## src/logic/pc_bus_pkg.sv

```systemverilog
// ----------------------------------------
// shared widths, I/O map and enums of the board bus
// I/O decode uses 10 address bits, as on the board
// ----------------------------------------
package pc_bus_pkg;

   parameter int ADDR_W    = 20;   // system address
   parameter int DATA_W    = 8;
   parameter int DMA_ADR_W = 16;   // DMA offset within a 64 KiB page
   parameter int PAGE_W    = 4;    // page register, address bits 19:16
   parameter int IO_ADR_W  = 10;   // decoded I/O address

   // 32-port I/O blocks on address bits 9:5
   parameter int IO_BLK_LSB = 5;
   parameter int IO_BLK_W   = IO_ADR_W - IO_BLK_LSB;

   parameter logic [IO_BLK_W-1:0] IO_BLOCK_PPI  = 5'd3;   // 0x60
   parameter logic [IO_BLK_W-1:0] IO_BLOCK_PAGE = 5'd4;   // 0x80
   parameter logic [IO_BLK_W-1:0] IO_BLOCK_NMI  = 5'd5;   // 0xA0

   // offsets within the PPI block
   parameter logic [1:0] PORT_B_OFS = 2'd1;   // 0x61
   parameter logic [1:0] PORT_C_OFS = 2'd2;   // 0x62

   // floating data bus reads as all ones
   parameter logic [DATA_W-1:0] UNMAPPED_DATA = 8'hFF;

   // hold request / hold acknowledge sequence
   typedef enum logic [1:0] {
      ARB_IDLE = 2'd0,   // nobody owns the bus
      ARB_CPU  = 2'd1,
      ARB_HOLD = 2'd2,   // hold acknowledged, AEN switching
      ARB_DMA  = 2'd3
   } arb_state_t;

   // decoded target of the current bus cycle
   typedef enum logic [1:0] {
      SEL_NONE  = 2'd0,   // unmapped responder
      SEL_RAM   = 2'd1,
      SEL_PAGE  = 2'd2,
      SEL_PORTS = 2'd3
   } slave_sel_t;

endpackage
```

## src/logic/dma_page_regs.sv

```systemverilog
// ----------------------------------------
// DMA page registers, write only from I/O
// register n serves DMA channel n
// ----------------------------------------
`timescale 1ns/1ps

module dma_page_regs (
   input  logic                          clk,
   input  logic                          reset_n,
   input  logic                          stb_i,
   input  logic                          we_i,
   input  logic [1:0]                    adr_i,
   input  logic [pc_bus_pkg::DATA_W-1:0] wdat_i,
   input  logic [1:0]                    chan_i,
   output logic [pc_bus_pkg::DATA_W-1:0] rdat_o,
   output logic                          ack_o,
   output logic [pc_bus_pkg::PAGE_W-1:0] page_q_o
);

   logic [pc_bus_pkg::PAGE_W-1:0] page_q [4];
   logic ack_q;
   logic access;

   assign access = stb_i & ~ack_q;

   always_ff @(posedge clk or negedge reset_n) begin
      if (!reset_n) begin
         ack_q <= 1'b0;
         for (int i = 0; i < 4; i++)
            page_q[i] <= '0;
      end else begin
         ack_q <= access;
         if (access && we_i)
            page_q[adr_i] <= wdat_i[pc_bus_pkg::PAGE_W-1:0];   // upper bits dropped
      end
   end

   // register file has no read path on the board
   assign rdat_o = pc_bus_pkg::UNMAPPED_DATA;
   assign ack_o  = ack_q;

   // high address bits during the DMA cycle
   assign page_q_o = page_q[chan_i];

endmodule

```

## config.mk

```make
export PLATFORM = sky130hd
export DESIGN_NAME = dma_page_regs
export DESIGN_NICKNAME = d
export VERILOG_FILES = /design/src/logic/pc_bus_pkg.sv /design/src/logic/dma_page_regs.sv
export SDC_FILE = /design/constraint.sdc
export NUM_CORES = 1
export LEC_CHECK = 0
export BUFFER_PORTS_ARGS = -buffer_cell sky130_fd_sc_hd__buf_2
export CORE_MARGIN = 5
export CORE_UTILIZATION = 51
export DETAILED_ROUTE_END_ITERATION = 12
export HOLD_SLACK_MARGIN = 0.02
export PLACE_DENSITY = 0.82
export SYNTH_ARGS = -nofsm -noshare
export SYNTH_HDL_FRONTEND = slang
export SYNTH_SLANG_ARGS = --single-unit
```

## constraint.sdc

```tcl
create_clock -name clk -period 2 [get_ports clk]
set_clock_uncertainty 0.05 [all_clocks]
set_input_delay 0.5 -clock clk [delete_from_list [all_inputs] [get_ports clk]]
set_output_delay 0.5 -clock clk [all_outputs]
set_load 0.03 [all_outputs]
```

==> metrics.md <==
| Metric | Value |
|---|---|
| Outcome | finished clean |
| First-pass GRT wire length | approximately 2.3 mm |
| DRC Markers | 0 |
| Root Buffer | clkbuf_4 |
| # IOs | 29 |
| Pwr dens | around 970 nW/um2 |
| Max incr delay on CP | 0.51 ns |
| Initial Util | 54.3% |
| Initial antenna violation count | 0 |
| Final setup fails | 0 |
| Vias | 459 |
| Vias in the first global route | 490 |
| Cells on worst reg2reg path | 3 |
| Fillers | 124 |
| Vias per cell | between 5 and 6 |
| Core Box Area | 1510 um2 |
| Total of warnings raised by yosys | 0 |
| Gpl congestion | 0.694 |
| Crit path buf inv count | 2 |
| Setup Buffers After CTS | 0 |
| Setup TNS | 0 ns |
| Final Hold Viols | 0 |
| DR iter-0 viols | 1 |
| Setup CP Type | input pin to output pin |
| Crit Path Max Fanout | 4 |
| Clock Latency Late Sink | 0.28 ns |
| Syn Inst Count | 54 |
| TritonCTS buffer count | 3 |
| Worst EP arrival | 1.37 ns |
| First-pass DRT Iterations | 2 |
| Post-DP HPWL | approximately 1.1 mm |
| Final #Nets | 90 |
| DR WL/cell | 15.4 um |
| Worst-path clk slew | 0.10 ns |
| Final Cycle Share | 96.0% |
| WL final | 1.38 mm |
| CTS sink cnt | 17 |
| Crit. End Element | output pin |
| Maximum vdd drop | around 0.5 mV |
| Slowest cell on the critical path | mux4_2 |
| Min cycle time layout | 1.92 ns |
| Worst EP required | 1.45 ns |
| Reg2reg start | ack_o |
| Max_cap viols | 0 |
| Sw Share | 30.0% |
| Top cell by count, worst path | buf_2 |
| Hold buffer count at CTS | 0 |
| Port Buf Inserts | 16 |
| Die height | 50.1 um |
| GR Util All Layers | around an eighth |
| Layout cell share with drive strength beyond 1 | 57.5% |
| Die Wd | about 50 um |
| CTS H-Tree Depth | 1 |
| Routed Antenna Nets | 0 |
| Power share of the combinational group | 28.3% |
| Worst-path cell chain | buf_2 > mux4_2 > buf_2 |
| TritonCTS clock tree | done |
| Synth Cell Area | 818 um2 |
| Full die area | 2510 um2 |
| Leak Pwr | 0.000427 uW |
| Top Family by Delay on Critical Path | multiplexers |
| Max Fclk | approximately 520 MHz |
| Fin. max-slew vios | 0 |
| Antenna diodes | 0 |
| RSZ-0062 raised after global routing | no |
| RR Endpoint | page_q[8] |
| Row count | 14 |
| GRT Residual Overflow | 0 |
| P_int | 621 uW |
| Clock buffer depth | 2 |
| Yosys cell types | 12 |
| Register-to-register setup slack | around 0.48 ns |
| Fin util | 60.5% |
| HP Class | input pin to async pin |
| Post-cts sizing count | 0 |
| Area delta synth->final | 11.5% |
| Sequential share of the synthesized area | 52.0% |
| Clk network pwr share | approximately a fifth |
| Synthesis-stage register bit count | 17 |
| Switching power | 266 uW |
| Mean Syn Cell Area | 15.2 um2 |
| Sequential fraction of design power | 51.7% |
| Crit path launch type | input pin |
| Largest net degree at the start of global routing | 18 |
## cell usage after synthesis
library cell  instances  area share [%]
dfrtp_1              17              52
mux2_2               16              22
buf_4                 8             7.3
mux4_2                4              11
nand3b_1              2             1.8
and2b_1               1            0.92
and2b_2               1             1.1
conb_1                1            0.46
nand2_1               1            0.46
nor2_1                1            0.46
nor3b_1               1            0.92
nor3b_2               1             1.5
## layout by cell type (no fill, tap or decap)
cell type,netlist,final
conb_1,1,8
nand2_1,1,1
clkbuf_4,0,3
buf_2,0,16
mux4_2,4,4
nor3b_2,1,1
mux2_2,16,16
nor3b_1,1,1
and2b_2,1,1
and2b_1,1,1
dfrtp_1,17,17
nand3b_1,2,2
clkinv_2,0,1
nor2_1,1,1
## sequential cells by signal, summed over array words and instances, names as in the netlist
name / count
page_q: 16
ack_o: 1
## cells by family (layout without fill, tap and decap cells)
family	count (synthesis)	count (layout)	synth area share, %
DFF	17	17	52.0
buffers and inverters	8	20	7.34
muxes	20	20	33.0
and+or+nand+nor	8	8	7.19
other	1	8	0.458
## power groups by stage
stage	registers, uW	logic [uW]	clock network [uW]
after floorplan	459	204	0
after global placement	465	248	0
after detailed placement	467	254	0
after CTS	459	254	185
after global routing	468	274	207
final	458	251	178
## routing by layer
layer	track usage, %	up-vias	wire, um
met5	0	-	0
met4	5.24	0	0
met3	5.12	0	122
met2	17.4	17	636
met1	17.0	226	616
li1	-	216	-
## metrics by stage
step                      hold slack (ns)  power, uW  cells  worst slack [ns]  area, um2
after global routing               0.0661        950     89            0.0354        912
after detailed placement            0.387        721     85            0.0688        885
after floorplan                     0.154        663     61             0.368        845
after global placement              0.386        712     85            0.0709        885
final                              0.0598        887     89            0.0802        912
after CTS                          0.0640        899     89            0.0688        912
## how the worst max path moves through the flow
stage	startpoint	end	slack, ns	depth (start not counted)
final	chan_i[0]	page_q_o[3]	0.08	3
after floorplan	chan_i[0]	page_q_o[0]	0.37	1
after global routing	chan_i[0]	page_q_o[3]	0.04	3
after global placement	chan_i[0]	page_q_o[1]	0.07	3
after CTS	chan_i[0]	page_q_o[1]	0.07	3
after detailed placement	chan_i[0]	page_q_o[1]	0.07	3
## area by class of cell
class	instances	area, um2	area share [%]
multi-input combinational	36	359	39.4
clock inverter	1	5.00	0.549
sequential	17	425	46.6
clock buffer	3	22.5	2.47
timing repair buffer	16	80.1	8.78
tap	16	20.0	2.19
(Power assumes the default switching activity.)
