<file path="src/logic/pc_bus_pkg.sv">
// ----------------------------------------
// shared widths, I/O map and enums of the board bus
// I/O decode uses 10 address bits, as on the board
// ----------------------------------------
package pc_bus_pkg;

   parameter int ADDR_W    = 20;   // system address
   parameter int DATA_W    = 8;
   parameter int DMA_ADR_W = 16;   // DMA offset within a 64 KiB page
   parameter int PAGE_W    = 4;    // page register, address bits 19:16
   parameter int IO_ADR_W  = 10;   // decoded I/O address

   // 32-port I/O blocks on address bits 9:5
   parameter int IO_BLK_LSB = 5;
   parameter int IO_BLK_W   = IO_ADR_W - IO_BLK_LSB;

   parameter logic [IO_BLK_W-1:0] IO_BLOCK_PPI  = 5'd3;   // 0x60
   parameter logic [IO_BLK_W-1:0] IO_BLOCK_PAGE = 5'd4;   // 0x80
   parameter logic [IO_BLK_W-1:0] IO_BLOCK_NMI  = 5'd5;   // 0xA0

   // offsets within the PPI block
   parameter logic [1:0] PORT_B_OFS = 2'd1;   // 0x61
   parameter logic [1:0] PORT_C_OFS = 2'd2;   // 0x62

   // floating data bus reads as all ones
   parameter logic [DATA_W-1:0] UNMAPPED_DATA = 8'hFF;

   // hold request / hold acknowledge sequence
   typedef enum logic [1:0] {
      ARB_IDLE = 2'd0,   // nobody owns the bus
      ARB_CPU  = 2'd1,
      ARB_HOLD = 2'd2,   // hold acknowledged, AEN switching
      ARB_DMA  = 2'd3
   } arb_state_t;

   // decoded target of the current bus cycle
   typedef enum logic [1:0] {
      SEL_NONE  = 2'd0,   // unmapped responder
      SEL_RAM   = 2'd1,
      SEL_PAGE  = 2'd2,
      SEL_PORTS = 2'd3
   } slave_sel_t;

endpackage
</file>
<file path="src/logic/io_ports.sv">
// ----------------------------------------
// port B/C, channel check latch and NMI mask
// io_ch_ck_n_i is taken as synchronous to clk
// ----------------------------------------
`timescale 1ns/1ps

module io_ports (
   input  logic                          clk,
   input  logic                          reset_n,
   input  logic                          stb_i,
   input  logic                          we_i,
   input  logic                          nmi_blk_i,   // high for the 0xA0 block
   input  logic [1:0]                    ofs_i,
   input  logic [pc_bus_pkg::DATA_W-1:0] wdat_i,
   input  logic                          io_ch_ck_n_i,
   output logic [pc_bus_pkg::DATA_W-1:0] rdat_o,
   output logic                          ack_o,
   output logic                          nmi_o,
   output logic                          speaker_o
);

   logic [pc_bus_pkg::DATA_W-1:0] port_b_q;
   logic [pc_bus_pkg::DATA_W-1:0] rdat_q;
   logic [pc_bus_pkg::DATA_W-1:0] rdat_d;
   logic nmi_mask_q;
   logic io_ck_q;   // I/O channel check latch
   logic ack_q;
   logic access;

   assign access = stb_i & ~ack_q;

   always_ff @(posedge clk or negedge reset_n) begin
      if (!reset_n) begin
         ack_q      <= 1'b0;
         rdat_q     <= '0;
         port_b_q   <= '0;
         nmi_mask_q <= 1'b0;
         io_ck_q    <= 1'b0;
      end else begin
         ack_q <= access;
         if (access)
            rdat_q <= rdat_d;
         if (access && we_i) begin
            if (nmi_blk_i)
               nmi_mask_q <= wdat_i[7];
            else if (ofs_i == pc_bus_pkg::PORT_B_OFS)
               port_b_q <= wdat_i;
         end
         // pb5 clears and holds the latch off
         if (port_b_q[5])
            io_ck_q <= 1'b0;
         else if (!io_ch_ck_n_i)
            io_ck_q <= 1'b1;
      end
   end

   always_comb begin
      rdat_d = pc_bus_pkg::UNMAPPED_DATA;   // NMI mask and port A
      if (!nmi_blk_i) begin
         if (ofs_i == pc_bus_pkg::PORT_B_OFS)
            rdat_d = port_b_q;
         else if (ofs_i == pc_bus_pkg::PORT_C_OFS)
            rdat_d = {1'b0, io_ck_q, 6'b0};   // switches and timer not modelled
      end
   end

   assign rdat_o    = rdat_q;
   assign ack_o     = ack_q;
   assign nmi_o     = nmi_mask_q & io_ck_q;
   assign speaker_o = port_b_q[0] & port_b_q[1];   // gated by port B alone

endmodule

</file>
<file path="config.mk">
export PLATFORM = sky130hd
export DESIGN_NAME = io_ports
export DESIGN_NICKNAME = d
export VERILOG_FILES = /design/src/logic/pc_bus_pkg.sv /design/src/logic/io_ports.sv
export SDC_FILE = /design/constraint.sdc
export NUM_CORES = 1
export LEC_CHECK = 0
export BUFFER_PORTS_ARGS = -buffer_cell sky130_fd_sc_hd__buf_4
export CAP_MARGIN = 5
export CORE_UTILIZATION = 40
export CTS_BUF_LIST = sky130_fd_sc_hd__clkbuf_8
export DETAILED_ROUTE_END_ITERATION = 8
export GPL_ROUTABILITY_DRIVEN = 0
export PLACE_DENSITY = 0.7
export SLEW_MARGIN = 20
export SYNTH_ARGS = -nofsm -noshare
export SYNTH_HDL_FRONTEND = slang
export SYNTH_SLANG_ARGS = --single-unit
</file>
<file path="constraint.sdc">
create_clock -name clk -period 4.05 [get_ports clk]
set_clock_uncertainty 0.2 [all_clocks]
set_input_delay 0.2025 -clock clk [delete_from_list [all_inputs] [get_ports clk]]
set_output_delay 0.2025 -clock clk [all_outputs]
set_load 0.005 [all_outputs]
</file>
==> reports/qor.yml <==
timing:
  slew_violations: 0
  hold_ws_ps: 68.2
  fmax_ghz: 0.588
  tightestPinTransition_ps: 558
  max_slew_margin_pct: 62.7
  min_period_over_period_pct: 42.0
  hold_viol_final: 0
  period_needed_ps: 1700
  finalWorstSetupSlack_ps: 2350
  fin_tns_setup_ps: 0
  rsz0062_at_grt: "false"
  setup_violations: 0
die:
  rows: 15
  core_region_area_um2: 1800
  dieHeight_um: 47.0
  initial_core_util_pct: 44.9
  io_pins: 27
  fp.dieArea_um2: 2210
  die_w_um: 47.0
placement:
  portBuffers: 26
  dp.cells: 114
  post-place-ws_ps: 2380
synthesis:
  synth_adder_area_share_pct: 0
  netlist_instances: 65
  synth_xor_area_share_pct: 0
  netlist_area_um2: 810
  syn-mean-instance-area_um2: 12.5
  yosys_warnings: 0
  yosysSeqAreaShare_pct: 58.7
  synth_compound_area_share_pct: 10.7
  synth.mux.area_fraction_pct: 13.0
  synth_top_family_by_area: "simple AND/OR/NAND/NOR gates"
  synthSimpleGateAreaFrac_pct: 15.1
  synth-seq-cells: 19
  syn_nets: 81
  ys_types: 16
power_and_ir_drop:
  power.density_nw_per_um2: 398
  ir_drop_v: 0.000254
  p_leak_nw: 0.549
worst_setup_path:
  crit_path_start: "ack_o"
  end_kind: "register"
  crit_path_top_delay_cell: "nor2b_1"
  start_kind: "register"
  rr_startpoint: "ack_o"
  critPathMaxFanout: 12
  crit_type: "register to register"
  cp_cell_sequence: "nor2b_4 > nor2b_1 > a21oi_1"
  cp_data_arrival_time_ps: 1610
  crit_path_max_incr_delay_ps: 520
  worstPathRequired_ps: 3960
global_route:
  grt_max_degree: 20
  gr-max-usage-layer: "met2"
  use_met3_pct: 1.15
  grt_pass1_wl_um: 2420
  grt_pass1_vias: 604
  grt_util_met2_pct: 27.8
  grt_antenna_before_repair: 0
  grt_usage_pct: 16.1
  overflow: 0
  met1_usage_pct: 19.4
routing:
  wl_um: 1510
  wire_per_inst_um: 11.8
  viasPerCell: 4.97
  ant_nets: 0
  drt_pass1_iterations: 4
  drc: 0
  vias: 636
  drt_iter0_markers: 4
finish:
  regArea_um2: 475
  instances_no_fill: 128
  area_growth_pct: 43.9
  finalNetCount: 120
  drive_gt1_share_pct: 40.8
  n_fill_cell: 158
  multi_input_area_um2: 314
  final_common_cell: "buf_4"
  layout_common_cells: "buf_4 (26), dfrtp_1 (19), dlygate4sd3_1 (10)"
  num_antenna_cells: 0
clocking:
  clk_pin_slew_worst_paths_ps: 60
  htreeDepth: 1
  cts_setup_buffers: 0
  clockBufferDepth: 2
  cts_tree: "yes"
  cts.sinks: 19
  cts_buffers: 3
  clockRootBuffer: "clkbuf_8"
  clock_latency_ps: 250
min_path:
  worstHoldStart: "stb_i"
  hold_path.class: "primary input to register"
status:
  run_status: "finished clean"
flow_run:
  cap_viol_max_count: 0
## power by group
part           internal (mW)  switching (mW)  total [mW]
clock                 0.0673          0.0592       0.126
combinational         0.0606          0.0347      0.0953
sequential             0.223          0.0187       0.242
## cells in the mapped netlist
library cell | n | share of area (%)
a21oi_1 | 9 | 5.6
dfrtp_1 | 19 | 59
and2_1 | 2 | 1.5
nand2b_1 | 2 | 1.5
nor2b_4 | 2 | 3.4
buf_6 | 1 | 1.4
nor2_1 | 8 | 3.7
nand4b_4 | 1 | 2.9
nor2b_1 | 1 | 0.77
o22ai_1 | 1 | 0.77
mux2_2 | 8 | 11
o21ai_0 | 7 | 4.3
mux2_4 | 1 | 1.9
nand3_2 | 1 | 1.2
buf_2 | 1 | 0.62
inv_1 | 1 | 0.46
## layer usage
metal	wire length (um)	vias up
met5	0	-
met4	35	0
met3	44	5
met2	767	18
met1	665	313
li1	-	300
## repair_timing
item                      4_1_cts  5_1_grt
hold endpoints to repair       29        0
hold buffers                   10        0
gates resized for setup         0        0
## final cells by class
class                   instances  share of cell area, %
clock inverters                 1                  0.322
clock buffers                   3                   3.54
flip-flops and latches         19                   40.8
multi-input cells              43                   27.0
inverters                       1                  0.322
repair buffers                 36                   25.3
well taps                      25                   2.69
## through the flow
step	utilization, %	power, mW	area, um^2
2_1_floorplan	-	0.288	810
3_3_place_gp	56.6	0.331	1020
3_5_place_dp	56.6	0.335	1020
4_1_cts	64.7	0.469	1160
5_1_grt	64.7	0.487	1160
6_report	64.7	0.464	1160
## worst paths after layout
path | cells past startpoint | slack [ps] | end
max | 3 | 2350 | rdat_o[4]
min | 2 | 70 | ack_o
max reg2reg | 3 | 2350 | rdat_o[4]
min reg2reg | 1 | 250 | io_ck_q
max in group asynchronous | 2 | 3300 | port_b_q[7]
min in group asynchronous | 2 | 150 | port_b_q[2]
## flip-flops by register name, indices dropped and copies added (netlist names)
| signal | count |
|---|---|
| io_ck_q | 1 |
| port_b_q | 8 |
| nmi_mask_q | 1 |
| ack_o | 1 |
| rdat_o | 8 |
## worst max-delay path: cells and delay by family, from the launching register on
kind / cells / cell delay [ps]
flip-flops: 1 / 410
AND/OR/NAND/NOR: 2 / 800
AO/OA/AOI/OAI: 1 / 140
## logic make-up (layout without fill, tap and decap cells)
logic type,after synthesis,in the layout
flip-flops,19,19
multiplexers,9,9
AND/OR/NAND/NOR,17,17
buffers and inverters,3,41
AO/OA/AOI/OAI,17,17
(Power assumes the default switching activity.)
