### src/logic/pc_bus_pkg.sv
// ----------------------------------------
// shared widths, I/O map and enums of the board bus
// I/O decode uses 10 address bits, as on the board
// ----------------------------------------
package pc_bus_pkg;

   parameter int ADDR_W    = 20;   // system address
   parameter int DATA_W    = 8;
   parameter int DMA_ADR_W = 16;   // DMA offset within a 64 KiB page
   parameter int PAGE_W    = 4;    // page register, address bits 19:16
   parameter int IO_ADR_W  = 10;   // decoded I/O address

   // 32-port I/O blocks on address bits 9:5
   parameter int IO_BLK_LSB = 5;
   parameter int IO_BLK_W   = IO_ADR_W - IO_BLK_LSB;

   parameter logic [IO_BLK_W-1:0] IO_BLOCK_PPI  = 5'd3;   // 0x60
   parameter logic [IO_BLK_W-1:0] IO_BLOCK_PAGE = 5'd4;   // 0x80
   parameter logic [IO_BLK_W-1:0] IO_BLOCK_NMI  = 5'd5;   // 0xA0

   // offsets within the PPI block
   parameter logic [1:0] PORT_B_OFS = 2'd1;   // 0x61
   parameter logic [1:0] PORT_C_OFS = 2'd2;   // 0x62

   // floating data bus reads as all ones
   parameter logic [DATA_W-1:0] UNMAPPED_DATA = 8'hFF;

   // hold request / hold acknowledge sequence
   typedef enum logic [1:0] {
      ARB_IDLE = 2'd0,   // nobody owns the bus
      ARB_CPU  = 2'd1,
      ARB_HOLD = 2'd2,   // hold acknowledged, AEN switching
      ARB_DMA  = 2'd3
   } arb_state_t;

   // decoded target of the current bus cycle
   typedef enum logic [1:0] {
      SEL_NONE  = 2'd0,   // unmapped responder
      SEL_RAM   = 2'd1,
      SEL_PAGE  = 2'd2,
      SEL_PORTS = 2'd3
   } slave_sel_t;

endpackage
### src/logic/bus_decoder.sv
// ----------------------------------------
// memory and I/O decode with unmapped responder
// RAM must fit in the low 256 KiB
// ----------------------------------------
`timescale 1ns/1ps

module bus_decoder #(
   parameter int RAM_ADDR_W = 12
) (
   input  logic                          clk,
   input  logic                          reset_n,
   input  logic                          bus_stb_i,
   input  logic                          bus_io_i,
   input  logic [pc_bus_pkg::ADDR_W-1:0] bus_adr_i,
   input  logic [pc_bus_pkg::DATA_W-1:0] ram_rdat_i,
   input  logic                          ram_ack_i,
   input  logic [pc_bus_pkg::DATA_W-1:0] page_rdat_i,
   input  logic                          page_ack_i,
   input  logic [pc_bus_pkg::DATA_W-1:0] ports_rdat_i,
   input  logic                          ports_ack_i,
   output logic                          ram_stb_o,
   output logic                          page_stb_o,
   output logic                          ports_stb_o,
   output logic [pc_bus_pkg::DATA_W-1:0] bus_rdat_o,
   output logic                          bus_ack_o
);

   localparam int RAM_SPACE_W = 18;   // 256 KiB window

   if (RAM_ADDR_W > RAM_SPACE_W) begin : g_ram_size_chk
      $error("RAM_ADDR_W exceeds the 256 KiB RAM window");
   end

   pc_bus_pkg::slave_sel_t sel;
   logic [pc_bus_pkg::IO_BLK_W-1:0] io_blk;
   logic unm_ack_q;

   assign io_blk = bus_adr_i[pc_bus_pkg::IO_ADR_W-1:pc_bus_pkg::IO_BLK_LSB];

   always_comb begin
      sel = pc_bus_pkg::SEL_NONE;
      if (!bus_io_i) begin
         if (bus_adr_i[pc_bus_pkg::ADDR_W-1:RAM_SPACE_W] == '0)
            sel = pc_bus_pkg::SEL_RAM;   // ROM and option space unmapped
      end else begin
         case (io_blk)
            pc_bus_pkg::IO_BLOCK_PAGE: sel = pc_bus_pkg::SEL_PAGE;
            pc_bus_pkg::IO_BLOCK_PPI,
            pc_bus_pkg::IO_BLOCK_NMI:  sel = pc_bus_pkg::SEL_PORTS;
            default:                   sel = pc_bus_pkg::SEL_NONE;
         endcase
      end
   end

   assign ram_stb_o   = bus_stb_i & (sel == pc_bus_pkg::SEL_RAM);
   assign page_stb_o  = bus_stb_i & (sel == pc_bus_pkg::SEL_PAGE);
   assign ports_stb_o = bus_stb_i & (sel == pc_bus_pkg::SEL_PORTS);

   // nothing answers here, so ack it ourselves
   always_ff @(posedge clk or negedge reset_n) begin
      if (!reset_n) begin
         unm_ack_q <= 1'b0;
      end else begin
         unm_ack_q <= bus_stb_i & (sel == pc_bus_pkg::SEL_NONE) & ~unm_ack_q;
      end
   end

   always_comb begin
      case (sel)
         pc_bus_pkg::SEL_RAM: begin
            bus_rdat_o = ram_rdat_i;
            bus_ack_o  = ram_ack_i;
         end
         pc_bus_pkg::SEL_PAGE: begin
            bus_rdat_o = page_rdat_i;
            bus_ack_o  = page_ack_i;
         end
         pc_bus_pkg::SEL_PORTS: begin
            bus_rdat_o = ports_rdat_i;
            bus_ack_o  = ports_ack_i;
         end
         default: begin
            bus_rdat_o = pc_bus_pkg::UNMAPPED_DATA;
            bus_ack_o  = unm_ack_q;
         end
      endcase
   end

endmodule

### config.mk
export PLATFORM = sky130hd
export DESIGN_NAME = bus_decoder
export DESIGN_NICKNAME = d
export VERILOG_FILES = /design/src/logic/pc_bus_pkg.sv /design/src/logic/bus_decoder.sv
export SDC_FILE = /design/constraint.sdc
export NUM_CORES = 1
export LEC_CHECK = 0
export ABC_CLOCK_PERIOD_IN_PS = 2600
export BUFFER_PORTS_ARGS = -buffer_cell sky130_fd_sc_hd__buf_4
export CAP_MARGIN = 20
export CORE_AREA = 5 5 42 44
export CTS_CLUSTER_DIAMETER = 80
export DETAILED_ROUTE_END_ITERATION = 10
export DIE_AREA = 0 0 47 49
export PLACE_DENSITY = 0.7
export SLEW_MARGIN = 15
export SYNTH_ARGS = -nofsm -noshare
export SYNTH_HDL_FRONTEND = slang
export SYNTH_SLANG_ARGS = --single-unit
### constraint.sdc
create_clock -name clk -period 2.6 [get_ports clk]
set_clock_uncertainty 0.1 [all_clocks]
set_input_delay 0.13 -clock clk [delete_from_list [all_inputs] [get_ports clk]]
set_output_delay 0.13 -clock clk [all_outputs]
set_load 0.05 [all_outputs]
==> results.cfg <==
[synthesis]
synth_seq_cells = 1
synth_largest_area_cell = a222oi_1
syn_area_per_cell_sq_um = 7.44
yosysSeqAreaShare = 0.0935
syn_area_sq_um = 268
synth_top_area_frac = 0.299
ys_warn_count = 0
synth_nets = 87
yosysUniqueCellTypes = 19
yosys-top-cells-area = a222oi_1 (30%), nand2_1 (11%), dfrtp_1 (9.3%), and2_1 (7.0%), nor3b_2 (4.7%)
netlist_instances = 36

[drt]
drt_pass1_iterations = 4
first_iter_violations = 25
highest_layer = met3
routed_wl_um = 1400
vias_per_cell = 4.93
drtAntennaViolNets = 0
vias = 488
m1WireLength_um = 516
wire_per_inst_um = 14.2
drc_errors = 0
route.met2.wl_um = 758
wl_met3_um = 127

[floorplanning]
die_h_um = 49
io_pins = 63
die_x_um = 47
row_count = 14
core_sq_um = 1400
die_area_sq_um = 2300
initial_utilization = 0.191

[placement]
gp_congestion = 0.681
port_buffers = 49
dpl.hpwl_um = 1140

[timing]
hold_viol_final = 0
setup_viol = 0
period_share = 0.749
tightestPinTransition_ps = 419
finalMaxSlewViolations = 0
fin_setup_tns_ps = 0
maxSlewHeadroom = 0.721
timing.fmax_mhz = 514
min_period_ps = 1950
rsz0062_at_grt = no

[final_layout]
area_growth_pct = 143
layout.nets = 136
top_regs = unm_ack_q: 1 flops
drive_gt1_frac = 0.627
diodes = 0
top_register = unm_ack_q
largest_reg_flops = 1

[worst_setup_path]
crit_type = primary input to output port
cp_slowest_cell = and3_1
crit_buf_inv = 2
path_delay_family = simple AND/OR/NAND/NOR gates
worst_setup_path_end_kind = output port
start_kind = primary input
cp_max_fo = 11
crit_path_frequent_cell = buf_4
cp_cell_sequence = buf_4, nor3b_1, and3_1, or3_1, a2bb2oi_1, buf_4
worstPathArrival_ps = 1720
required_ps = 2370
slowest_delay_ps = 460

[global_route]
grt_usage = 0.118
grt_first_pass_wirelength_um = 2150
grt-ovfl-total = 0
grt_max_degree = 13
antenna_found_initial = 0
grt_pass1_vias = 541

[power_and_ir_drop]
p_leak_nw = 0.334
peakVddDrop_uv = 145
fin_total_pwr_mw = 0.141
power_density_nw_per_um2 = 218

[min_path]
hp-class = primary input to flip-flop

[outcome]
status = finished clean

[run]
maxCapViolations = 0

[cts]
clk_pin_slew_ps = 0
clk_latency_ps = 0
cts_setup_buffers = 0
final cells by class:
cell class / instances / area (sq um)
fillers: 151 / 752
inverters: 1 / 3.75
multi-input cells: 30 / 215
flip-flops and latches: 1 / 25.0
well taps: 16 / 20.0
repair buffers: 51 / 385
path summary, 6_finish.rpt:
kind	from	to	slack, ps	depth (start not counted)
setup / recovery	bus_adr_i[8]	bus_ack_o	650	6
hold / removal	bus_stb_i	unm_ack_q	310	2
setup reg to reg	unm_ack_q	unm_ack_q	1900	1
hold reg to reg	unm_ack_q	unm_ack_q	340	1
max in group asynchronous	reset_n	unm_ack_q	1970	2
min in group asynchronous	reset_n	unm_ack_q	350	2
Yosys cell counts, drive strengths merged:
cell	count
a222oi	8
a22oi	1
nand2	8
a211o	1
buf	2
inv	1
nor3	1
and2	3
or3	1
and3	2
nor3b	2
xor2	1
dfrtp	1
clkbuf	2
nor2	1
a2bb2oi	1
layout by cell type (no fill, tap or decap):
master | synthesis | layout
buf_4 | 0 | 50
a222oi_1 | 8 | 8
nand2_1 | 8 | 8
and2_1 | 3 | 3
nor3b_1 | 1 | 1
nor2_1 | 1 | 1
and3_1 | 1 | 1
xor2_1 | 1 | 1
and3_4 | 1 | 1
nor3_1 | 1 | 1
or3_1 | 1 | 1
a22oi_1 | 1 | 1
inv_1 | 1 | 1
a211o_1 | 1 | 1
a2bb2oi_1 | 1 | 1
nor3b_2 | 1 | 1
dlygate4sd3_1 | 0 | 1
dfrtp_1 | 1 | 1
logic make-up after synthesis:
family	share of synthesized area
xor+xnor	0.0327
compound gates	0.393
simple gates	0.379
flops	0.0934
buf+inv	0.103
metrics by stage:
stage | cells | utilization | area, sq um | hold WS [ps] | setup slack (ps)
6_report | 99 | 0.463 | 649 | 308 | 654
5_1_grt | 99 | 0.463 | 649 | 349 | 523
4_1_cts | 99 | 0.463 | 649 | 320 | 642
3_5_place_dp | 98 | 0.456 | 639 | -193 | 646
3_3_place_gp | 98 | 0.456 | 639 | -194 | 636
2_1_floorplan | 36 | - | 268 | -266 | 697
power by group:
part	switching (mW)	total (mW)	internal, mW
Sequential	0.000922	0.0182	0.0172
Clock	0	0	0
Combinational	0.0633	0.123	0.0600
Total	0.0643	0.141	0.0772
layer usage:
| metal | global-route usage | vias up |
|---|---|---|
| li1 | - | 242 |
| met1 | 0.127 | 223 |
| met2 | 0.235 | 23 |
| met3 | 0.0221 | 0 |
| met4 | 0 | 0 |
| met5 | 0 | - |
repair_timing:
| item | in CTS | in global routing |
|---|---|---|
| resized for setup | 0 | 0 |
| endpoints found under the hold margin | 1 | 0 |
| hold buffers | 1 | 0 |
(Power assumes the default switching activity.)
