[src/logic/pc_bus_pkg.sv]
// ----------------------------------------
// shared widths, I/O map and enums of the board bus
// I/O decode uses 10 address bits, as on the board
// ----------------------------------------
package pc_bus_pkg;

   parameter int ADDR_W    = 20;   // system address
   parameter int DATA_W    = 8;
   parameter int DMA_ADR_W = 16;   // DMA offset within a 64 KiB page
   parameter int PAGE_W    = 4;    // page register, address bits 19:16
   parameter int IO_ADR_W  = 10;   // decoded I/O address

   // 32-port I/O blocks on address bits 9:5
   parameter int IO_BLK_LSB = 5;
   parameter int IO_BLK_W   = IO_ADR_W - IO_BLK_LSB;

   parameter logic [IO_BLK_W-1:0] IO_BLOCK_PPI  = 5'd3;   // 0x60
   parameter logic [IO_BLK_W-1:0] IO_BLOCK_PAGE = 5'd4;   // 0x80
   parameter logic [IO_BLK_W-1:0] IO_BLOCK_NMI  = 5'd5;   // 0xA0

   // offsets within the PPI block
   parameter logic [1:0] PORT_B_OFS = 2'd1;   // 0x61
   parameter logic [1:0] PORT_C_OFS = 2'd2;   // 0x62

   // floating data bus reads as all ones
   parameter logic [DATA_W-1:0] UNMAPPED_DATA = 8'hFF;

   // hold request / hold acknowledge sequence
   typedef enum logic [1:0] {
      ARB_IDLE = 2'd0,   // nobody owns the bus
      ARB_CPU  = 2'd1,
      ARB_HOLD = 2'd2,   // hold acknowledged, AEN switching
      ARB_DMA  = 2'd3
   } arb_state_t;

   // decoded target of the current bus cycle
   typedef enum logic [1:0] {
      SEL_NONE  = 2'd0,   // unmapped responder
      SEL_RAM   = 2'd1,
      SEL_PAGE  = 2'd2,
      SEL_PORTS = 2'd3
   } slave_sel_t;

endpackage
[src/logic/bus_arbiter.sv]
// ----------------------------------------
// CPU/DMA bus arbiter with Wishbone classic on both sides
// DMA always enters through one hold cycle
// a master keeps the bus while its cyc stays high
// ----------------------------------------
`timescale 1ns/1ps

module bus_arbiter (
   input  logic                              clk,
   input  logic                              reset_n,
   input  logic                              cpu_cyc_i,
   input  logic                              cpu_stb_i,
   input  logic                              cpu_we_i,
   input  logic                              cpu_io_i,
   input  logic [pc_bus_pkg::ADDR_W-1:0]     cpu_adr_i,
   input  logic [pc_bus_pkg::DATA_W-1:0]     cpu_dat_i,
   input  logic                              dma_cyc_i,
   input  logic                              dma_stb_i,
   input  logic                              dma_we_i,
   input  logic [1:0]                        dma_chan_i,
   input  logic [pc_bus_pkg::DMA_ADR_W-1:0]  dma_adr_i,
   input  logic [pc_bus_pkg::DATA_W-1:0]     dma_dat_i,
   input  logic [pc_bus_pkg::DATA_W-1:0]     bus_rdat_i,
   input  logic                              bus_ack_i,
   input  logic [pc_bus_pkg::PAGE_W-1:0]     page_q_i,
   output logic [pc_bus_pkg::DATA_W-1:0]     cpu_dat_o,
   output logic                              cpu_ack_o,
   output logic [pc_bus_pkg::DATA_W-1:0]     dma_dat_o,
   output logic                              dma_ack_o,
   output logic                              bus_stb_o,
   output logic                              bus_we_o,
   output logic                              bus_io_o,
   output logic [pc_bus_pkg::ADDR_W-1:0]     bus_adr_o,
   output logic [pc_bus_pkg::DATA_W-1:0]     bus_wdat_o,
   output logic [1:0]                        page_chan_o
);

   pc_bus_pkg::arb_state_t state_q, state_d;
   logic cpu_req, dma_req;
   logic cpu_gnt, dma_gnt;   // dma_gnt doubles as AEN

   assign cpu_req = cpu_cyc_i & cpu_stb_i;
   assign dma_req = dma_cyc_i & dma_stb_i;

   always_comb begin
      state_d = state_q;
      case (state_q)
         pc_bus_pkg::ARB_IDLE: begin
            if (cpu_req)
               state_d = pc_bus_pkg::ARB_CPU;   // CPU wins a tie
            else if (dma_req)
               state_d = pc_bus_pkg::ARB_HOLD;
         end
         pc_bus_pkg::ARB_CPU: begin
            // hold request is only honoured between CPU cycles
            if (!cpu_cyc_i)
               state_d = dma_req ? pc_bus_pkg::ARB_HOLD : pc_bus_pkg::ARB_IDLE;
         end
         pc_bus_pkg::ARB_HOLD: state_d = pc_bus_pkg::ARB_DMA;
         pc_bus_pkg::ARB_DMA: begin
            if (!dma_cyc_i)
               state_d = pc_bus_pkg::ARB_IDLE;
         end
         default: state_d = pc_bus_pkg::ARB_IDLE;
      endcase
   end

   always_ff @(posedge clk or negedge reset_n) begin
      if (!reset_n) begin
         state_q <= pc_bus_pkg::ARB_IDLE;
      end else begin
         state_q <= state_d;
      end
   end

   assign cpu_gnt = (state_q == pc_bus_pkg::ARB_CPU);
   assign dma_gnt = (state_q == pc_bus_pkg::ARB_DMA);

   // granted master onto the system bus
   assign bus_stb_o  = (cpu_gnt & cpu_req) | (dma_gnt & dma_req);
   assign bus_we_o   = dma_gnt ? dma_we_i : cpu_we_i;
   assign bus_io_o   = cpu_gnt & cpu_io_i;   // DMA runs memory cycles only
   assign bus_adr_o  = dma_gnt ? {page_q_i, dma_adr_i} : cpu_adr_i;
   assign bus_wdat_o = dma_gnt ? dma_dat_i : cpu_dat_i;
   assign page_chan_o = dma_chan_i;

   // response goes back to the owner only
   assign cpu_dat_o = bus_rdat_i;
   assign dma_dat_o = bus_rdat_i;
   assign cpu_ack_o = cpu_gnt & bus_ack_i;
   assign dma_ack_o = dma_gnt & bus_ack_i;

   // every slave answers one cycle after the strobe
   a_ack_latency: assert property (@(posedge clk) disable iff (!reset_n)
      bus_stb_o && !bus_ack_i |=> bus_ack_i)
      else $error("bus ack missing one cycle after bus strobe");

   // a slave ack with no strobe means a stale or stray response
   a_ack_in_cycle: assert property (@(posedge clk) disable iff (!reset_n)
      bus_ack_i |-> bus_stb_o)
      else $error("bus ack without bus strobe");

endmodule

[config.mk]
export PLATFORM = sky130hd
export DESIGN_NAME = bus_arbiter
export DESIGN_NICKNAME = d
export VERILOG_FILES = /design/src/logic/pc_bus_pkg.sv /design/src/logic/bus_arbiter.sv
export SDC_FILE = /design/constraint.sdc
export NUM_CORES = 1
export LEC_CHECK = 0
export ABC_AREA = 1
export BUFFER_PORTS_ARGS = -buffer_cell sky130_fd_sc_hd__clkbuf_2
export CELL_PAD_IN_SITES_DETAIL_PLACEMENT = 0
export CELL_PAD_IN_SITES_GLOBAL_PLACEMENT = 2
export CORE_AREA = 10 10 95 97
export DETAILED_ROUTE_END_ITERATION = 6
export DIE_AREA = 0 0 105 107
export GPL_TIMING_DRIVEN = 0
export PLACE_DENSITY = 0.85
export SYNTH_ARGS = -nofsm -noshare
export SYNTH_HDL_FRONTEND = slang
export SYNTH_SLANG_ARGS = --single-unit
[constraint.sdc]
create_clock -name clk -period 1.63 [get_ports clk]
set_input_delay 0.2445 -clock clk [delete_from_list [all_inputs] [get_ports clk]]
set_output_delay 0.2445 -clock clk [all_outputs]
set_load 0.1 [all_outputs]
==> results of run 1 <==
## worst reg2reg max path, cell delays in order, from the launching register on
cell	delay (ns)
dfrtp_2	0.44
buf_4	0.16
inv_1	0.06
nand2_1	0.06
nor2_1	0.12
nor2_1	0.07
nand2_1	0.06
nand2_1	0.04
## per-layer routing
metal	routed length (µm)	vias up	part of all wire, %
li1	-	492	-
met1	1440	444	34
met2	2410	56	58
met3	278	4	6.7
met4	46	0	1.1
met5	0	-	0
## cell type report
cell class,instances,area (µm²),area share (%)
multi-input combinational,52,552,25.5
clock buffer,3,41.3,1.91
inverter,4,15.0,0.695
tap,99,124,5.73
buffer,21,195,9.03
timing repair buffer,119,1180,54.7
sequential,2,52.6,2.43
## final timing paths
check | start | to
max in group asynchronous | reset_n | state_q[1]$_DFFE_PN0P_
max reg2reg | state_q[0]$_DFFE_PN0P_ | state_q[1]$_DFFE_PN0P_
min | dma_cyc_i | state_q[1]$_DFFE_PN0P_
max | state_q[1]$_DFFE_PN0P_ | bus_adr_o[14]
min reg2reg | state_q[1]$_DFFE_PN0P_ | state_q[0]$_DFFE_PN0P_
min in group asynchronous | reset_n | state_q[0]$_DFFE_PN0P_
## metrics by stage
stage	area [µm²]	setup slack (ns)
after floorplan	772	-0.439
after global placement	1480	-0.172
after detailed placement	1480	-0.171
after CTS	2150	-0.0878
after global routing	2160	-0.114
final	2160	-0.0645
## repair_timing
| item | 4_1_cts | 5_1_grt |
|---|---|---|
| endpoints found under the setup margin | 33 | 31 |
| buffers inserted | 1 | 1 |
| endpoints found under the hold margin | 2 | 0 |
| pin swaps | 1 | 0 |
| hold buffers | 1 | 0 |
| resized for setup | 100 | 2 |
## power by group through the flow
stage	clock, mW	combinational [mW]	sequential, mW
floorplan	0	2.49	0.104
global placement	0	2.85	0.113
detailed placement	0	2.85	0.113
CTS	0.199	3.72	0.136
global route	0.211	3.85	0.137
finish	0.191	3.74	0.132
## cells in the final DEF, fill, tap and decap left out
master	instances
clkbuf_2	83
mux2_4	27
clkbuf_16	27
buf_4	21
nand2_1	10
nor2_1	6
clkbuf_8	5
inv_1	4
buf_12	3
nand3_1	3
mux2_2	2
clkbuf_4	2
dfrtp_2	2
nand2_8	1
o22ai_2	1
nor2_4	1
a21oi_1	1
dlygate4sd3_1	1
buf_8	1
## kinds of logic (layout without fill, tap and decap cells)
group / count (synthesis) / after routing
buffers and inverters: 25 / 147
DFF: 2 / 2
AOI/OAI and AO/OA: 2 / 2
and+or+nand+nor: 21 / 21
muxes: 29 / 29
==> reports/results.ini, run 1 <==
[setup_path]
cp_slowest_stage_delay_ns=0.44
start_kind=flip-flop
crit_buf_inv=2
slowest_stage=dfrtp_2
critical_path.top_delay_family=flip-flops
path_cells=nand2_8 -> buf_12 -> mux2_4 -> clkbuf_16
r2r_slack_ns=0.50
reg2regPathDepth=7
critical_path_arrival_ns=1.45
cp-end-kind=output port
worstPathMaxFanout=10
cp.depth=4
path_class=reg2out
required_ns=1.39

[synth]
synth.net_count=155
synth_top_family_by_area=multiplexers
syn_area_um2=758
ys_top_cells_by_area=mux2_4, buf_4, dfrtp_1, nand2_1, buf_6
ys.warnings.count=0
synth-edff-count=0
seq_area_frac_synth_pct=6.60
synth.top_cell.area_share_pct=53.5
synthXorXnorAreaFrac_pct=0
synth_fa_ha_area_share_pct=0
synth_common_cells=mux2_4, buf_4, nand2_1, nor2_1, inv_1
synth.most_common_cell=mux2_4
netlist_instances=79
synth_cell_types=12
synthArstFlopShare_pct=100
synth_compound_area_share_pct=1.49
synthSimpleGateAreaFrac_pct=11.2
yosys.area.top_type=mux2_4
avgSynthCellArea_um2=9.60
synth.area.mux_share_pct=56.4
yosys_most_used_dff=dfrtp_1
ys_ff_latch=2

[sta]
hold_violations=0
min_period_ns=1.69
hold_slack_ns=0.337
rsz0062_at_grt=yes
fin_crit_sh_pct=104
fin_skew_ns=0.00164
finalSetupTns_ns=-1.55
slew_viol_final=0
setup_ws_ns=-0.0645
max_freq_mhz=590
max_slew_margin_pct=63.4
tightest_slew_ns=0.551
setup_viol=27

[grt]
grt_util_all_layers_pct=6.92
grt_pass1_vias=1175
met3_usage_pct=2.22
antenna_found_initial=0
grt_pass1_wl_um=6410
met1_usage_pct=6.60
overflow=0
grt.busiest_layer=met2
grt_max_degree=11
use_met2_pct=14.0

[clock_tree]
clk_path_buf_depth=2
htree_levels=1
cts_tree=yes
cts_root_buf=clkbuf_8
cts.sink_count=2
clock_latency_ns=0.21
clkSlewWorstSetupHoldPaths_ns=0.03
cts_made_buffers=3

[place]
place_congestion=0.751
io_buffers=116
dp_hpwl_um=3440
dp_cells=294

[final_layout]
final_layout_size_suffix_gt1_share_pct=87.6
largest-register=state_q
syn_to_final_growth_pct=185
fillers=750
fin_util_pct=30.3
final_cells=300
fin_nets=279
diodes=0
reg_top3=state_q x2
largest_reg_flops=2

[pwr]
swShare_pct=58.4
p_per_area_nw_per_um2=1880
power_leakage_nw=1.23
p_int_mw=1.69
pwr-share-seq_pct=3.3
vdd_ir_drop_max_mv=0.532
power_frac_comb_pct=92.1
p_clk_share_pct=4.7
finalPower_mw=4.07
power_switching_mw=2.37

[floorplanning]
io_pins=127
num_rows=31
die-area_um2=11200
core_um2=7140
die_h_um=107
start_util_pct=10.6
die_w_um=105

[drt]
routed_wl_um=4180
via_count=996
drc=0
routed_via_density=3.32
drt_iter0_drc=32
ant_nets=0
wl_per_cell_um=13.9
first_pass_iters=3

[status]
status=complete, but fails checks
violations=negative setup slack

[hold_path]
hold_path.class=in2reg
whs_path_depth=3

[flow_run]
cap_violations=0

No activity file was read; power rests on OpenSTA's default activity.
==> inputs of run 2 (changes only) <==
--- a/config.mk
+++ b/config.mk
@@ -9,11 +9,11 @@
 export BUFFER_PORTS_ARGS = -buffer_cell sky130_fd_sc_hd__clkbuf_2
 export CELL_PAD_IN_SITES_DETAIL_PLACEMENT = 0
 export CELL_PAD_IN_SITES_GLOBAL_PLACEMENT = 2
-export CORE_AREA = 10 10 95 97
+export CORE_AREA = 10 10 91 93
 export DETAILED_ROUTE_END_ITERATION = 6
-export DIE_AREA = 0 0 105 107
+export DIE_AREA = 0 0 101 103
 export GPL_TIMING_DRIVEN = 0
-export PLACE_DENSITY = 0.85
+export PLACE_DENSITY = 0.92
 export SYNTH_ARGS = -nofsm -noshare
 export SYNTH_HDL_FRONTEND = slang
 export SYNTH_SLANG_ARGS = --single-unit
==> constraint.sdc (replaced) <==
create_clock -name clk -period 2 [get_ports clk]
set_input_delay 0.3 -clock clk [delete_from_list [all_inputs] [get_ports clk]]
set_output_delay 0.3 -clock clk [all_outputs]
set_load 0.1 [all_outputs]
==> run 2 against run 1 <==
The run now ends clean. Setup slack improved by 0.15 ns. Die area fell by 7.4%. Critical path type unchanged. Largest cell class unchanged. Register-to-register slack improved by 0.37 ns.
==> reports/results.ini, run 2 (synthesized netlist as in run 1, its figures left out) <==
[final_layout]
final_layout_size_suffix_gt1_share_pct=86.4
reg_top3=state_q x2
largest_reg_flops=2
layout_commonest_cell=clkbuf_2
fin_nets=277
fillers=716
final_cell_mix=clkbuf_2, mux2_4, clkbuf_4, buf_4, nand2_1
syn_to_final_growth_pct=107
largest-register=state_q
diodes=0

[drt]
drc=0
routed_wl_um=3700
drt_iter0_drc=16
first_pass_iters=3
via_count=988
wl_per_cell_um=13.3
routed_via_density=3.54
ant_nets=0

[place]
dp_slack_ns=0.149
place_congestion=0.713
dp_hpwl_um=3460
io_buffers=116

[sta]
slew_viol_final=0
tightest_slew_ns=0.551
finalSetupTns_ns=0
fin_crit_sh_pct=95.5
fin_skew_ns=0.000495
setup_viol=0
hold_violations=0
rsz0062_at_grt=no
max_freq_mhz=524
setup_ws_ns=0.0902
min_period_ns=1.91
max_slew_margin_pct=63.4

[setup_path]
critical_path_arrival_ns=1.61
cp_slowest_stage_delay_ns=0.42
start_kind=flip-flop
slowest_stage=dfrtp_1
path_cells=nand2_2 -> buf_6 -> mux2_4 -> clkbuf_4
worstPathMaxFanout=10
path_class=reg2out
cp-end-kind=output port
required_ns=1.70

[pwr]
p_per_area_nw_per_um2=1680
vdd_ir_drop_max_mv=0.681
power_leakage_nw=0.986

[clock_tree]
cts_tree=yes
cts_root_buf=clkbuf_8
htree_levels=1
postCtsSetupBuffers=0
cts.sink_count=2
cts_made_buffers=3
clock_latency_ns=0.21
clk_path_buf_depth=2
clkSlewWorstSetupHoldPaths_ns=0.03

[hold_path]
hold_path.class=in2reg

[floorplanning]
die-area_um2=10400
core_um2=6570
num_rows=30
die_h_um=103
die_w_um=101
start_util_pct=11.5
io_pins=127

[grt]
antenna_found_initial=0
grt_pass1_wl_um=5200
overflow=0
grt_pass1_vias=1076
grt_max_degree=11
grt_util_all_layers_pct=6.18

[flow_run]
cap_violations=0

[status]
status=complete, no violations

==> run 2: what timing repair did <==
action                                 CTS  global route
hold buffers                             1             0
pin swaps                                0             0
setup endpoints to repair               27             3
gates resized for setup                 27             3
endpoints found under the hold margin    2             0
==> run 2: power by group <==
part	switching [mW]	internal [mW]	total, mW
Combinational	1.76	0.614	2.38
Clock	0.0311	0.127	0.158
Sequential	0.0269	0.0622	0.0891
==> run 2: final timing paths <==
kind | startpoint | end | depth (start not counted) | slack (ns)
setup / recovery | state_q[0]$_DFFE_PN0P_ | bus_adr_o[19] | 4 | 0.09
hold / removal | dma_cyc_i | state_q[1]$_DFFE_PN0P_ | 3 | 0.40
setup reg to reg | state_q[0]$_DFFE_PN0P_ | state_q[1]$_DFFE_PN0P_ | 6 | 0.87
hold reg to reg | state_q[1]$_DFFE_PN0P_ | state_q[0]$_DFFE_PN0P_ | 2 | 0.57
max in group asynchronous | reset_n | state_q[0]$_DFFE_PN0P_ | 2 | 1.47
min in group asynchronous | reset_n | state_q[1]$_DFFE_PN0P_ | 2 | 0.43
==> run 2: worst max-delay path: cells and delay by family (launching register included) <==
family	cells	cell delay (ns)
buffers and inverters	2	0.49
flip-flops	1	0.42
multiplexers	1	0.31
AND/OR/NAND/NOR	1	0.17
==> run 2: area by class of cell <==
class | count | area [µm²] | share of cell area [%]
Buffer | 21 | 169 | 10.8
Multi-Input combinational cell | 52 | 533 | 34.0
Clock buffer | 3 | 41.3 | 2.64
Tap cell | 80 | 100 | 6.39
Inverter | 4 | 15.0 | 0.958
Sequential cell | 2 | 50.0 | 3.19
Timing Repair Buffer | 117 | 658 | 42.0
==> run 2: routing by layer <==
layer  global-route usage [%]  share of wire (%)  vias to the layer above
li1                         -                  -                      488
met1                     5.60                 31                      438
met3                     2.95                 13                        2
met2                     12.0                 55                       60
met5                        0                  0                        -
met4                     1.61               0.16                        0
==> run 2: per-stage QoR <==
step	instances	util, %	area [µm²]	power, mW	hold slack, ns
after floorplan	79	-	767	2.11	0.00441
after global placement	275	22.0	1450	2.41	0.0881
after detailed placement	275	22.0	1450	2.42	0.0948
after CTS	279	23.8	1570	2.66	0.402
after global routing	279	23.8	1570	2.74	0.431
final	279	23.8	1570	2.62	0.404
